<file path="src/design/exec_pkg.sv">
// ############################
// Execute stage shared types
// Data word, tag, operation and unit selection definitions
// ############################

package exec_pkg;

    // Data word carried on operands and results
    typedef logic [31:0] word_t;

    // Reorder-buffer tag of an in-flight instruction
    typedef logic [3:0] rob_tag_t;

    // Operations below MUL all execute on the integer ALUs
    typedef enum logic [3:0] {
        NOP   = 4'd0,
        ADD   = 4'd1,
        SUB   = 4'd2,
        AND   = 4'd3,
        OR    = 4'd4,
        XOR   = 4'd5,
        SLT   = 4'd6,
        SLL   = 4'd7,
        SRL   = 4'd8,
        SRA   = 4'd9,
        MUL   = 4'd10,
        MULHU = 4'd11,
        DIVU  = 4'd12,
        REMU  = 4'd13
    } alu_op_t;

    // One-hot unit select, bit 0 ALU0, bit 1 ALU1, bit 2 MUL, bit 3 DIV
    typedef logic [3:0] unit_sel_t;

    localparam int RS_DEPTH = 4;

    localparam int NUM_UNITS = 4;

    // One quotient bit is resolved per iteration
    localparam int DIV_STEPS = 32;

endpackage
</file>
<file path="src/design/exec_if.sv">
// ############################
// Issue and result interfaces
// Scheduler to unit issue, unit to arbiter result request
// ############################

`timescale 1ns/1ps

interface issue_if;

    logic                 valid;
    logic                 ready;
    exec_pkg::alu_op_t    op;
    exec_pkg::rob_tag_t   rob;
    exec_pkg::word_t      src_a;
    exec_pkg::word_t      src_b;

    modport sched (output valid, op, rob, src_a, src_b, input ready);
    modport unit  (input valid, op, rob, src_a, src_b, output ready);

endinterface

interface result_if;

    // rob and value stay stable while req waits for grant
    logic                 req;
    exec_pkg::rob_tag_t   rob;
    exec_pkg::word_t      value;
    logic                 grant;

    modport unit (output req, rob, value, input grant);
    modport arb  (input req, rob, value, output grant);

endinterface

</file>
<file path="src/design/exec_top.sv">
// ############################
// Execute stage top level
// Station, scheduler, four units and result arbiter
// ############################

`timescale 1ns/1ps

module exec_top (
    input  logic               clk,
    input  logic               rst_n,
    input  logic               in_valid,
    output logic               in_ready,
    input  exec_pkg::alu_op_t  in_op,
    input  exec_pkg::rob_tag_t in_rob,
    input  exec_pkg::word_t    in_src_a,
    input  exec_pkg::word_t    in_src_b,
    output logic               result_valid,
    output exec_pkg::rob_tag_t result_rob,
    output exec_pkg::word_t    result_value
);

    logic [exec_pkg::RS_DEPTH-1:0] issue_take;
    logic [exec_pkg::RS_DEPTH-1:0] entry_valid;
    exec_pkg::alu_op_t             entry_op    [exec_pkg::RS_DEPTH];
    exec_pkg::rob_tag_t            entry_rob   [exec_pkg::RS_DEPTH];
    exec_pkg::word_t               entry_src_a [exec_pkg::RS_DEPTH];
    exec_pkg::word_t               entry_src_b [exec_pkg::RS_DEPTH];

    issue_if  alu0_iss ();
    issue_if  alu1_iss ();
    issue_if  mul_iss ();
    issue_if  div_iss ();
    result_if alu0_res ();
    result_if alu1_res ();
    result_if mul_res ();
    result_if div_res ();

    reservation_station u_rs (
        .clk         (clk),
        .rst_n       (rst_n),
        .in_valid    (in_valid),
        .in_ready    (in_ready),
        .in_op       (in_op),
        .in_rob      (in_rob),
        .in_src_a    (in_src_a),
        .in_src_b    (in_src_b),
        .issue_take  (issue_take),
        .entry_valid (entry_valid),
        .entry_op    (entry_op),
        .entry_rob   (entry_rob),
        .entry_src_a (entry_src_a),
        .entry_src_b (entry_src_b)
    );

    fu_scheduler u_sched (
        .entry_valid (entry_valid),
        .entry_op    (entry_op),
        .entry_rob   (entry_rob),
        .entry_src_a (entry_src_a),
        .entry_src_b (entry_src_b),
        .issue_take  (issue_take),
        .alu0        (alu0_iss.sched),
        .alu1        (alu1_iss.sched),
        .mul         (mul_iss.sched),
        .div         (div_iss.sched)
    );

    int_alu  u_alu0 (.clk(clk), .rst_n(rst_n), .iss(alu0_iss.unit), .res(alu0_res.unit));
    int_alu  u_alu1 (.clk(clk), .rst_n(rst_n), .iss(alu1_iss.unit), .res(alu1_res.unit));
    mul_unit u_mul  (.clk(clk), .rst_n(rst_n), .iss(mul_iss.unit),  .res(mul_res.unit));
    div_unit u_div  (.clk(clk), .rst_n(rst_n), .iss(div_iss.unit),  .res(div_res.unit));

    result_arbiter u_arb (
        .clk          (clk),
        .rst_n        (rst_n),
        .req_alu0     (alu0_res.arb),
        .req_alu1     (alu1_res.arb),
        .req_mul      (mul_res.arb),
        .req_div      (div_res.arb),
        .result_valid (result_valid),
        .result_rob   (result_rob),
        .result_value (result_value)
    );

endmodule

</file>
<file path="src/design/result_arbiter.sv">
// ############################
// Result arbiter
// Round-robin grant of one unit result onto the result bus
// ############################

`timescale 1ns/1ps

module result_arbiter (
    input  logic               clk,
    input  logic               rst_n,
    result_if.arb              req_alu0,
    result_if.arb              req_alu1,
    result_if.arb              req_mul,
    result_if.arb              req_div,
    output logic               result_valid,
    output exec_pkg::rob_tag_t result_rob,
    output exec_pkg::word_t    result_value
);

    exec_pkg::unit_sel_t                     reqs;
    exec_pkg::unit_sel_t                     grant;
    logic [$clog2(exec_pkg::NUM_UNITS)-1:0]  last;
    logic [$clog2(exec_pkg::NUM_UNITS)-1:0]  idx;
    logic [$clog2(exec_pkg::NUM_UNITS)-1:0]  win;
    exec_pkg::rob_tag_t                      robs [exec_pkg::NUM_UNITS];
    exec_pkg::word_t                         vals [exec_pkg::NUM_UNITS];

    assign reqs = {req_div.req, req_mul.req, req_alu1.req, req_alu0.req};
    assign robs = '{req_alu0.rob, req_alu1.rob, req_mul.rob, req_div.rob};
    assign vals = '{req_alu0.value, req_alu1.value, req_mul.value, req_div.value};

    // Search starts one past the unit granted last
    always_comb begin
        grant = '0;
        win   = last;
        idx   = last;
        for (int k = 0; k < exec_pkg::NUM_UNITS; k++) begin
            idx = idx + 1'b1;
            if (reqs[idx] && grant == '0) begin
                grant[idx] = 1'b1;
                win        = idx;
            end
        end
    end

    assign req_alu0.grant = grant[0];
    assign req_alu1.grant = grant[1];
    assign req_mul.grant  = grant[2];
    assign req_div.grant  = grant[3];

    always_ff @(posedge clk) begin
        if (!rst_n) begin
            result_valid <= 1'b0;
            last         <= '1;
        end else begin
            result_valid <= |grant;
            if (|grant) begin
                last <= win;
            end
        end
    end

    always_ff @(posedge clk) begin
        result_rob   <= robs[win];
        result_value <= vals[win];
    end

endmodule

</file>
<file path="src/design/div_unit.sv">
// ############################
// Iterative divider
// Restoring unsigned divide, one quotient bit per cycle
// ############################

`timescale 1ns/1ps

module div_unit (
    input logic     clk,
    input logic     rst_n,
    issue_if.unit   iss,
    result_if.unit  res
);

    typedef enum logic [1:0] {IDLE, RUN, DONE} div_state_t;

    div_state_t                                state;
    logic                                      fire;
    logic                                      is_rem;
    logic [$clog2(exec_pkg::DIV_STEPS)-1:0]    cnt;
    exec_pkg::rob_tag_t                        rob_q;
    exec_pkg::word_t                           quo;
    exec_pkg::word_t                           rem;
    exec_pkg::word_t                           divisor;
    logic [32:0]                               shifted;
    logic [32:0]                               diff;

    // A zero divisor never borrows, leaving all ones and the dividend
    assign shifted = {rem, quo[31]};
    assign diff    = shifted - {1'b0, divisor};

    assign iss.ready = (state == IDLE) || (state == DONE && res.grant);
    assign fire      = iss.valid && iss.ready;

    assign res.req   = (state == DONE);
    assign res.rob   = rob_q;
    assign res.value = is_rem ? rem : quo;

    always_ff @(posedge clk) begin
        if (!rst_n) begin
            state <= IDLE;
        end else begin
            case (state)
                IDLE: if (fire) state <= RUN;
                RUN:  if (int'(cnt) == exec_pkg::DIV_STEPS - 1) state <= DONE;
                DONE: begin
                    if (fire) begin
                        state <= RUN;
                    end else if (res.grant) begin
                        state <= IDLE;
                    end
                end
                default: state <= IDLE;
            endcase
        end
    end

    always_ff @(posedge clk) begin
        if (fire) begin
            quo     <= iss.src_a;
            rem     <= '0;
            divisor <= iss.src_b;
            cnt     <= '0;
            is_rem  <= (iss.op == exec_pkg::REMU);
            rob_q   <= iss.rob;
        end else if (state == RUN) begin
            quo <= {quo[30:0], !diff[32]};
            rem <= diff[32] ? shifted[31:0] : diff[31:0];
            cnt <= cnt + 1'b1;
        end
    end

endmodule

</file>
<file path="src/design/mul_unit.sv">
// ############################
// Pipelined multiplier
// Two-stage unsigned multiply returning low or high word
// ############################

`timescale 1ns/1ps

module mul_unit (
    input logic     clk,
    input logic     rst_n,
    issue_if.unit   iss,
    result_if.unit  res
);

    logic               advance;
    logic               fire;
    logic               s1_valid;
    logic               s1_high;
    exec_pkg::rob_tag_t s1_rob;
    logic [63:0]        s1_prod;

    // Whole pipeline freezes behind an ungranted output
    assign advance   = !res.req || res.grant;
    assign iss.ready = advance;
    assign fire      = iss.valid && advance;

    always_ff @(posedge clk) begin
        if (!rst_n) begin
            s1_valid <= 1'b0;
            res.req  <= 1'b0;
        end else if (advance) begin
            s1_valid <= fire;
            res.req  <= s1_valid;
        end
    end

    always_ff @(posedge clk) begin
        if (advance) begin
            s1_prod   <= 64'(iss.src_a) * 64'(iss.src_b);
            s1_high   <= (iss.op == exec_pkg::MULHU);
            s1_rob    <= iss.rob;
            res.rob   <= s1_rob;
            res.value <= s1_high ? s1_prod[63:32] : s1_prod[31:0];
        end
    end

endmodule

</file>
<file path="src/design/int_alu.sv">
// ############################
// Integer ALU
// Single-cycle arithmetic, logic and shift with held result
// ############################

`timescale 1ns/1ps

module int_alu (
    input logic     clk,
    input logic     rst_n,
    issue_if.unit   iss,
    result_if.unit  res
);

    exec_pkg::word_t result;
    logic            fire;

    always_comb begin
        case (iss.op)
            exec_pkg::ADD: result = iss.src_a + iss.src_b;
            exec_pkg::SUB: result = iss.src_a - iss.src_b;
            exec_pkg::AND: result = iss.src_a & iss.src_b;
            exec_pkg::OR:  result = iss.src_a | iss.src_b;
            exec_pkg::XOR: result = iss.src_a ^ iss.src_b;
            exec_pkg::SLT: result = {31'b0, $signed(iss.src_a) < $signed(iss.src_b)};
            exec_pkg::SLL: result = iss.src_a << iss.src_b[4:0];
            exec_pkg::SRL: result = iss.src_a >> iss.src_b[4:0];
            exec_pkg::SRA: result = exec_pkg::word_t'($signed(iss.src_a) >>> iss.src_b[4:0]);
            default:       result = '0;
        endcase
    end

    // Free again once the held result is taken by the arbiter
    assign iss.ready = !res.req || res.grant;
    assign fire      = iss.valid && iss.ready;

    always_ff @(posedge clk) begin
        if (!rst_n) begin
            res.req <= 1'b0;
        end else if (fire) begin
            res.req <= 1'b1;
        end else if (res.grant) begin
            res.req <= 1'b0;
        end
    end

    always_ff @(posedge clk) begin
        if (fire) begin
            res.rob   <= iss.rob;
            res.value <= result;
        end
    end

endmodule

</file>
<file path="src/design/fu_scheduler.sv">
// ############################
// Functional unit scheduler
// Sends the lowest issuable entry to a free compatible unit
// ############################

`timescale 1ns/1ps

module fu_scheduler (
    input  logic [exec_pkg::RS_DEPTH-1:0] entry_valid,
    input  exec_pkg::alu_op_t             entry_op    [exec_pkg::RS_DEPTH],
    input  exec_pkg::rob_tag_t            entry_rob   [exec_pkg::RS_DEPTH],
    input  exec_pkg::word_t               entry_src_a [exec_pkg::RS_DEPTH],
    input  exec_pkg::word_t               entry_src_b [exec_pkg::RS_DEPTH],
    output logic [exec_pkg::RS_DEPTH-1:0] issue_take,
    issue_if.sched                        alu0,
    issue_if.sched                        alu1,
    issue_if.sched                        mul,
    issue_if.sched                        div
);

    exec_pkg::unit_sel_t           rdy;
    exec_pkg::unit_sel_t           sel;
    exec_pkg::unit_sel_t           cand;
    logic [exec_pkg::RS_DEPTH-1:0] take;
    logic                          fire;
    exec_pkg::alu_op_t             op_s;
    exec_pkg::rob_tag_t            rob_s;
    exec_pkg::word_t               src_a_s;
    exec_pkg::word_t               src_b_s;

    // ALU class operations prefer ALU0 and fall back to ALU1
    function automatic exec_pkg::unit_sel_t route(exec_pkg::alu_op_t op,
                                                  exec_pkg::unit_sel_t ready);
        route = '0;
        if (op inside {exec_pkg::MUL, exec_pkg::MULHU}) begin
            route[2] = ready[2];
        end else if (op inside {exec_pkg::DIVU, exec_pkg::REMU}) begin
            route[3] = ready[3];
        end else if (ready[0]) begin
            route[0] = 1'b1;
        end else begin
            route[1] = ready[1];
        end
    endfunction

    assign rdy = {div.ready, mul.ready, alu1.ready, alu0.ready};

    // A blocked entry does not hold back the entries above it
    always_comb begin
        sel     = '0;
        cand    = '0;
        take    = '0;
        op_s    = exec_pkg::NOP;
        rob_s   = '0;
        src_a_s = '0;
        src_b_s = '0;
        for (int i = 0; i < exec_pkg::RS_DEPTH; i++) begin
            cand = route(entry_op[i], rdy);
            if (entry_valid[i] && cand != '0 && sel == '0) begin
                sel     = cand;
                take[i] = 1'b1;
                op_s    = entry_op[i];
                rob_s   = entry_rob[i];
                src_a_s = entry_src_a[i];
                src_b_s = entry_src_b[i];
            end
        end
    end

    assign fire       = |(sel & rdy);
    assign issue_take = take & {exec_pkg::RS_DEPTH{fire}};

    assign alu0.valid = sel[0];
    assign alu0.op    = op_s;
    assign alu0.rob   = rob_s;
    assign alu0.src_a = src_a_s;
    assign alu0.src_b = src_b_s;

    assign alu1.valid = sel[1];
    assign alu1.op    = op_s;
    assign alu1.rob   = rob_s;
    assign alu1.src_a = src_a_s;
    assign alu1.src_b = src_b_s;

    assign mul.valid  = sel[2];
    assign mul.op     = op_s;
    assign mul.rob    = rob_s;
    assign mul.src_a  = src_a_s;
    assign mul.src_b  = src_b_s;

    assign div.valid  = sel[3];
    assign div.op     = op_s;
    assign div.rob    = rob_s;
    assign div.src_a  = src_a_s;
    assign div.src_b  = src_b_s;

endmodule

</file>
<file path="src/design/reservation_station.sv">
// ############################
// Reservation station
// Four entries of resolved instructions waiting for a unit
// ############################

`timescale 1ns/1ps

module reservation_station (
    input  logic                          clk,
    input  logic                          rst_n,
    input  logic                          in_valid,
    output logic                          in_ready,
    input  exec_pkg::alu_op_t             in_op,
    input  exec_pkg::rob_tag_t            in_rob,
    input  exec_pkg::word_t               in_src_a,
    input  exec_pkg::word_t               in_src_b,
    input  logic [exec_pkg::RS_DEPTH-1:0] issue_take,
    output logic [exec_pkg::RS_DEPTH-1:0] entry_valid,
    output exec_pkg::alu_op_t             entry_op    [exec_pkg::RS_DEPTH],
    output exec_pkg::rob_tag_t            entry_rob   [exec_pkg::RS_DEPTH],
    output exec_pkg::word_t               entry_src_a [exec_pkg::RS_DEPTH],
    output exec_pkg::word_t               entry_src_b [exec_pkg::RS_DEPTH]
);

    logic [exec_pkg::RS_DEPTH-1:0] alloc;
    logic                          accept;

    assign in_ready = ~&entry_valid;
    assign accept   = in_valid && in_ready;

    // Entries freed this cycle still look busy, so they refill a cycle later
    always_comb begin
        alloc = '0;
        for (int i = 0; i < exec_pkg::RS_DEPTH; i++) begin
            if (!entry_valid[i] && alloc == '0) begin
                alloc[i] = 1'b1;
            end
        end
    end

    always_ff @(posedge clk) begin
        if (!rst_n) begin
            entry_valid <= '0;
        end else begin
            for (int i = 0; i < exec_pkg::RS_DEPTH; i++) begin
                if (issue_take[i]) begin
                    entry_valid[i] <= 1'b0;
                end else if (accept && alloc[i]) begin
                    entry_valid[i] <= 1'b1;
                end
            end
        end
    end

    always_ff @(posedge clk) begin
        for (int i = 0; i < exec_pkg::RS_DEPTH; i++) begin
            if (accept && alloc[i]) begin
                entry_op[i]    <= in_op;
                entry_rob[i]   <= in_rob;
                entry_src_a[i] <= in_src_a;
                entry_src_b[i] <= in_src_b;
            end
        end
    end

endmodule

</file>
<file path="config.mk">
export PLATFORM = sky130hd
export DESIGN_NAME = exec_top
export DESIGN_NICKNAME = d
export VERILOG_FILES = /design/src/design/exec_pkg.sv /design/src/design/exec_if.sv /design/src/design/exec_top.sv /design/src/design/result_arbiter.sv /design/src/design/div_unit.sv /design/src/design/mul_unit.sv /design/src/design/int_alu.sv /design/src/design/fu_scheduler.sv /design/src/design/reservation_station.sv
export SDC_FILE = /design/constraint.sdc
export NUM_CORES = 2
export LEC_CHECK = 0
export ABC_AREA = 1
export BUFFER_PORTS_ARGS = -buffer_cell sky130_fd_sc_hd__buf_4
export CAP_MARGIN = 15
export CELL_PAD_IN_SITES_DETAIL_PLACEMENT = 0
export CELL_PAD_IN_SITES_GLOBAL_PLACEMENT = 1
export CORE_MARGIN = 2
export CORE_UTILIZATION = 51
export CTS_CLUSTER_SIZE = 8
export DETAILED_ROUTE_END_ITERATION = 16
export GPL_ROUTABILITY_DRIVEN = 0
export GPL_TIMING_DRIVEN = 1
export MAX_ROUTING_LAYER = met4
export PLACE_DENSITY_LB_ADDON = 0.05
export RECOVER_POWER = 25
export SYNTH_ARGS = -nofsm -noshare
export SYNTH_HDL_FRONTEND = slang
export SYNTH_SLANG_ARGS = --single-unit
</file>
<file path="constraint.sdc">
create_clock -name clk -period 14.31 [get_ports clk]
set_clock_uncertainty 0.1 [all_clocks]
set_input_delay 0.7155 -clock clk [delete_from_list [all_inputs] [get_ports clk]]
set_output_delay 0.7155 -clock clk [all_outputs]
set_load 0.01 [all_outputs]
</file>
Word level (Yosys, flattened, before mapping):

Index checks and enable logic that the tools add are counted.

* reductions and logical operators: 71
* eq/ne operators: 33
* bitwise operators: 10
* add/subtract/negate cells: 8
* shifts and indexed selects: 3
* multipliers: 1
* $lt $le $gt $ge: 10
* mux-type cells: 95

Operator list (number)
* $mux W32: 15
* $pmux W32 S9: 1
* $eq A4 B4 Y1 const B: 20
* $mux W4: 18
* $bmux W32 S2: 1
* $mul A32 B32 Y64: 1
* $mux W1: 34
* $sub A33 B32 Y33: 1
* $add A32 B32 Y32: 1
* $and A32 B32 Y32: 1
* $lt A32 B32 Y1: 1
* $mux W2: 16
* $or A32 B32 Y32: 1
* $shl A32 B5 Y32: 1
* $shr A32 B5 Y32: 1
* $sshr A32 B5 Y32: 1
* $sub A32 B32 Y32: 1
* $xor A32 B32 Y32: 1
* $logic_and A1 B1 Y1: 27
* $logic_not A4 Y1: 6
* $reduce_bool A2 Y1: 11
* $eq A4 B3 Y1 const B: 4
* $reduce_bool A4 Y1: 4
* $lt A2 B3 Y1 const B: 4
* other kinds (27): 59

* register bits after elaboration: 620

Longest topological paths before layout:

* word-level depth: 35
* depth in mapped cells: 76
* gate-level depth less buffers: 73

Cells and area by module:

A second synthesis with hierarchy kept.

* cell total of the unflattened synthesis: 12048
* area, all modules: 86167.6 um2

Modules (own cells, without submodules)
* mul_unit: cells each 5111, instances 1, area an instance 39708.1 um2, sequential area each 3193.1 um2
* int_alu at u_alu1: cells each 2133, instances 1, area an instance 11393.4 um2, sequential area each 1101.1 um2
* int_alu at u_alu0: cells each 2133, instances 1, area an instance 11358.4 um2, sequential area each 1101.1 um2
* reservation_station: cells each 314, instances 1, area an instance 8839.7 um2, sequential area each 8728.4 um2
* div_unit: cells each 1113, instances 1, area an instance 7459.7 um2, sequential area each 2852.7 um2
* fu_scheduler: cells each 813, instances 1, area an instance 4446.8 um2, sequential area each 0.0 um2
* result_arbiter: cells each 431, instances 1, area an instance 2961.6 um2, sequential area each 780.7 um2

Worst setup path after synthesis:

No wires, ideal clock.

* kind: reg-to-reg
* start point: register u_arb.last[0] in the netlist's numbering
* end point: register u_mul.s1_prod[62], data pin
* data required time: 13.945 ns
* clock period less this slack: 12.851 ns
* arrival time: 12.486 ns
* setup slack: 1.459 ns
* setup time: 0.265 ns
* stages on the path, launching flop included: 72
* path buffers: 4
* path through: dfxtp_1 -> buf_6 -> inv_6 -> ha_1 -> inv_1 -> nand2_2 -> nand2_4 -> o31ai_4 -> nand3_1 -> nand3_2 -> nor2_2 -> nand3_1 -> nand2_2 -> nor2_4 -> nand3_1 -> nand3_2 -> nand2_1 -> nand2_1 -> (+36 left out) -> nand2_1 -> nand2_1 -> nand2_1 -> a21oi_1 -> inv_1 -> a21oi_1 -> o21ai_0 -> nand2_1 -> nand2_1 -> nand2_1 -> nand2_1 -> nand2_1 -> nand2_1 -> a21oi_1 -> inv_1 -> a31oi_1 -> o21ai_0 -> xor2_1

* elaborated cells between the ends (all ways): 98

RTL lines
* start, declared: line result_arbiter.sv:22 `logic [$clog2(exec_pkg::NUM_UNITS)-1:0] last;`
* start signal, assigned: line result_arbiter.sv:58 `last <= win;`
* $add A2 B1 Y2 (*): line result_arbiter.sv:38 `idx = idx + 1'b1;`
* branches (longest 13 deep; another with $lt A2 B3 Y1)
* $mux W4 (*): line result_arbiter.sv:39 `if (reqs[idx] && grant == '0) begin`
* $logic_or A1 B1 Y1 (*): line mul_unit.sv:23 `assign advance = !res.req || res.grant;`
* named net mul_iss.ready: line exec_if.sv:11 `logic ready;`
* $mux W1: line fu_scheduler.sv:35 `if (op inside {exec_pkg::MUL, exec_pkg::MULHU}) begin`
* $reduce_bool A4 Y1: line fu_scheduler.sv:59 `if (entry_valid[i] && cand != '0 && sel == '0) begin`
* $logic_and A1 B1 Y1: line fu_scheduler.sv:59
* (+3 left out)
* $mux W4: line fu_scheduler.sv:59
* $logic_not A4 Y1: line fu_scheduler.sv:59
* $logic_and A1 B1 Y1: line fu_scheduler.sv:59
* $mux W4: line fu_scheduler.sv:59
* $logic_not A4 Y1: line fu_scheduler.sv:59
* $logic_and A1 B1 Y1: line fu_scheduler.sv:59
* $mux W32: line fu_scheduler.sv:59
* $mul A32 B32 Y64 (*): line mul_unit.sv:39 `s1_prod <= 64'(iss.src_a) * 64'(iss.src_b);`
* end signal, assigned: line mul_unit.sv:39
* end, declared: line mul_unit.sv:20 `logic [63:0] s1_prod;`

Mark *: on every way through the listed nets, which the timed path passes. The select of a mux whose other input is x is not followed.
A chain may end at the register's enable or synchronous reset.

Worst setup path in the final report:

* start point: register u_arb.last[0] in the netlist's numbering
* end point: register u_mul.s1_prod[57], data pin

Same word-level chain as after synthesis.

==> impl_results.md <==
* Max-slew headroom at -0.307
* Post-synthesis async set-or-reset flop share at 0
* Final setup fails at 0
* Port buffer count at 112
* VDD IR max at 0.175 mV
* Max Slew Vio Count at 33
* Largest net degree at the start of global routing at between 70 and 80
* Clock sink total at 620
* Maxcap violations at 1
* Synth Cell Area at between 60000 and 70000 sq um
* Share of cells above drive strength 1 at 0.0707
* RSZ-0062 raised after global routing: false
* Seq/Total Area, Yosys at 0.273
* Yosys Warn Count at 0
* Final Hold Fails at 0
* Switching Share at 0.453
* Leak at 32.8 nW
* Pre-CTS setup slack at ~1100 ps
* Pwr Total at between 8 and 9 mW
* Detailed Routing Iterations Pass 1 at 9
* Placed Instances at 8913
* Clock transition at path regs at roughly 50 ps
* Failing checks: capacitance limit, slew limit
* WP data arrival at 13700 ps
* Internal at 4.84 mW
* TritonCTS clock tree: yes
* First-pass GRT wire length at 358 mm
* Num CTS Buffers at 90
* Mapped Nets at 8694
* Initial cell density of the core at 0.512
* Status: finished, violations left
* Setup slack after layout at 921 ps
* Yosys reg bits at 620
* Setup crit end kind: flip-flop
* Top Ports at 113
* Drt drc at 0
* Number of enable flip-flop cells after synthesis at 534
* Worst-margin pin slew at 1960 ps
* CTS max path bufs at 3
* Clock share of power at 0.229
* Gates resized, CTS repair at 0
* Hold Path Class: in -> reg
* Crit path top cell by count: fa_1
* Number of routed nets with antenna violations at 0
* DRT iter0 DRCs at 6857
* WL final at 246 mm
* H-tree lvl count at 3
* Initial antenna violation count at 20
* Pwr dens at 126 nW/um^2
* Total Die Area at 130000 sq um
* CORE AREA at 127000 sq um
* Via count at approximately 53000
* Critical path launch point type: flip-flop
* Final Cycle Share at 0.936
* Worst Hold Margin at 206 ps
* Crit path max-delay family: adder cells
* Crit path buf inv count at 9
* Nets at between 8000 and 9000
* DR WL/cell at 27.1 um
* Die W at 361 um
* Final setup TNS at 0 ps
* GRT Resource Usage Total at 0.392
* Reg power frac at 0.283
* Max Clock Freq at approximately 75 MHz
* Dpl cell area at 67800 sq um
* Primary FF master, synth: edfxtp_1
* Rows at 131
* Skew-Pair Late Insertion Delay at 690 ps
* Slowest Stage Delay on Critical Path at 1000 ps
* Post-Synthesis Cells at 7318
* Via density at a little under 6
* Post-CTS Setup Inserts at 0
* Combinational cell fraction of total power at 0.488
* Final Util at 0.553
* Global route overflow at 0
* CTS Hold Bufs at 0
* Final instance area at about 70000 sq um
* FILL cells at 11800
* Mapped Avg Cell Area at 8.89 sq um
* Post-DP HPWL at 189 mm
* Req. time, crit path at 14620 ps
* Post-synth cell types at 62
* Final Non-Filler Cells at 9066
* Period minus WS final at 13390 ps
* Layout area overhead at 7.96%
* Setup Crit Path Kind: reg -> reg
* Die Y at about 360 um
* Switching pwr at ~4 mW
* Root buffer cell: clkbuf_16
* CP max stage cell: clkinv_1
* Vias in the first global route at 52000
* Critical path fanouts, max at 43
-- synth_stat cells, drive strengths merged (2+ instances only) --
master | n | area share
fa | 898 | 0.28
o21ai | 272 | 0.022
a31o | 12 | 0.0016
and3 | 5 | 0.00048
a211oi | 34 | 0.0039
or2 | 18 | 0.0017
o21a | 4 | 0.00046
o21bai | 13 | 0.0021
nor3 | 27 | 0.0021
a221oi | 3 | 0.00040
a21oi | 264 | 0.020
buf | 167 | 0.014
nand3b | 7 | 0.00081
o221ai | 6 | 0.00081
nand4 | 60 | 0.0058
a31oi | 21 | 0.0020
mux2 | 32 | 0.0055
o2111ai | 2 | 0.00027
nand3 | 436 | 0.035
a21boi | 11 | 0.0013
xor2 | 111 | 0.015
nand2 | 1479 | 0.087
edfxtp | 534 | 0.25
o31ai | 6 | 0.00090
clkinv | 22 | 0.0013
a21o | 4 | 0.00046
clkbuf | 186 | 0.011
nor2 | 842 | 0.051
ha | 403 | 0.078
inv | 1225 | 0.071
o211ai | 31 | 0.0036
o22ai | 58 | 0.0056
xnor2 | 33 | 0.0044
dfxtp | 86 | 0.026
-- cell type report --
class                   instances  area (sq um)  share of cell area
diodes                         16          40.0            0.000570
inverters                    1247          4700              0.0669
well taps                    1662          2080              0.0296
clock buffers                 126          2460              0.0350
repair buffers                286          1900              0.0270
multi-input cells            5098         41100               0.585
clock inverters                11           178             0.00253
flip-flops and latches        620         17800               0.253
-- layer usage --
layer / vias to the layer above / track usage / wire [um]
met5: - / - / 0
met4: 0 / 0.184 / 13200
met3: 545 / 0.0951 / 28100
met2: 2933 / 0.560 / 106000
met1: 26400 / 0.526 / 98400
li1: 23000 / - / -
-- registers in the layout, summed over array words and instances, names as in the netlist, 2 cells and up --
register / flops
u_mul.res.rob: 4
u_rs.entry_op: 16
u_alu1.res.value: 32
u_alu0.res.value: 32
u_rs.entry_valid: 4
u_div.quo: 32
u_arb.result_rob: 4
u_mul.s1_prod: 64
u_rs.entry_rob: 16
u_div.divisor: 32
u_div.state: 2
u_div.res.rob: 4
u_mul.s1_rob: 4
u_div.cnt: 5
u_rs.entry_src_a: 128
u_mul.res.value: 32
u_alu0.res.rob: 4
u_div.rem: 32
u_rs.entry_src_b: 128
u_arb.result_value: 32
u_arb.last: 2
u_alu1.res.rob: 4
-- placed cells by master (no fill, tap or decap), drive strengths merged, types with 5 or more instances in the layout --
cell	count
nor3	27
nand4	60
xnor2	33
xor2	111
o221ai	6
diode	16
nor2	842
dfxtp	86
nand3	436
o22ai	58
nand2	1479
clkinv	31
buf	213
nand3b	7
o31ai	6
o21bai	13
o211ai	31
a21boi	11
a31o	12
or2	18
o21ai	272
mux2	32
a21oi	264
inv	1225
a211oi	34
a31oi	21
fa	898
clkbuf	199
ha	403
edfxtp	534
and3	5
-- worst paths after layout --
path,startpoint,endpoint,slack [ps],cells past startpoint
worst min register to register,u_mul.s1_rob[2],u_mul.res.rob[2],320,0
worst max register to register,u_arb.last[0],u_mul.s1_prod[57],920,51
worst min-delay path,in_src_b[12],u_rs.entry_src_b[108],210,1
worst max-delay path,u_arb.last[0],u_mul.s1_prod[57],920,51
-- cells by family (layout without fill, tap and decap cells) --
family,Yosys count,in the layout,synth area share
compound gates,745,745,0.0663
xor+xnor,144,144,0.0194
fa+ha+maj,1301,1301,0.354
buf+inv,1600,1670,0.0968
flops,620,620,0.273
mux,32,32,0.00554
other cells,0,16,0
simple gates,2876,2876,0.185
-- power by group through the flow --
stage               logic, mW  clock network, mW  registers [mW]
floorplan                2.58                  0            2.45
global placement         4.18                  0            2.53
detailed placement       4.20                  0            2.53
CTS                      4.23               2.05            2.50
global route             4.64               2.12            2.51
finish                   4.31               2.02            2.50
Power figures use the tool's default switching activity.
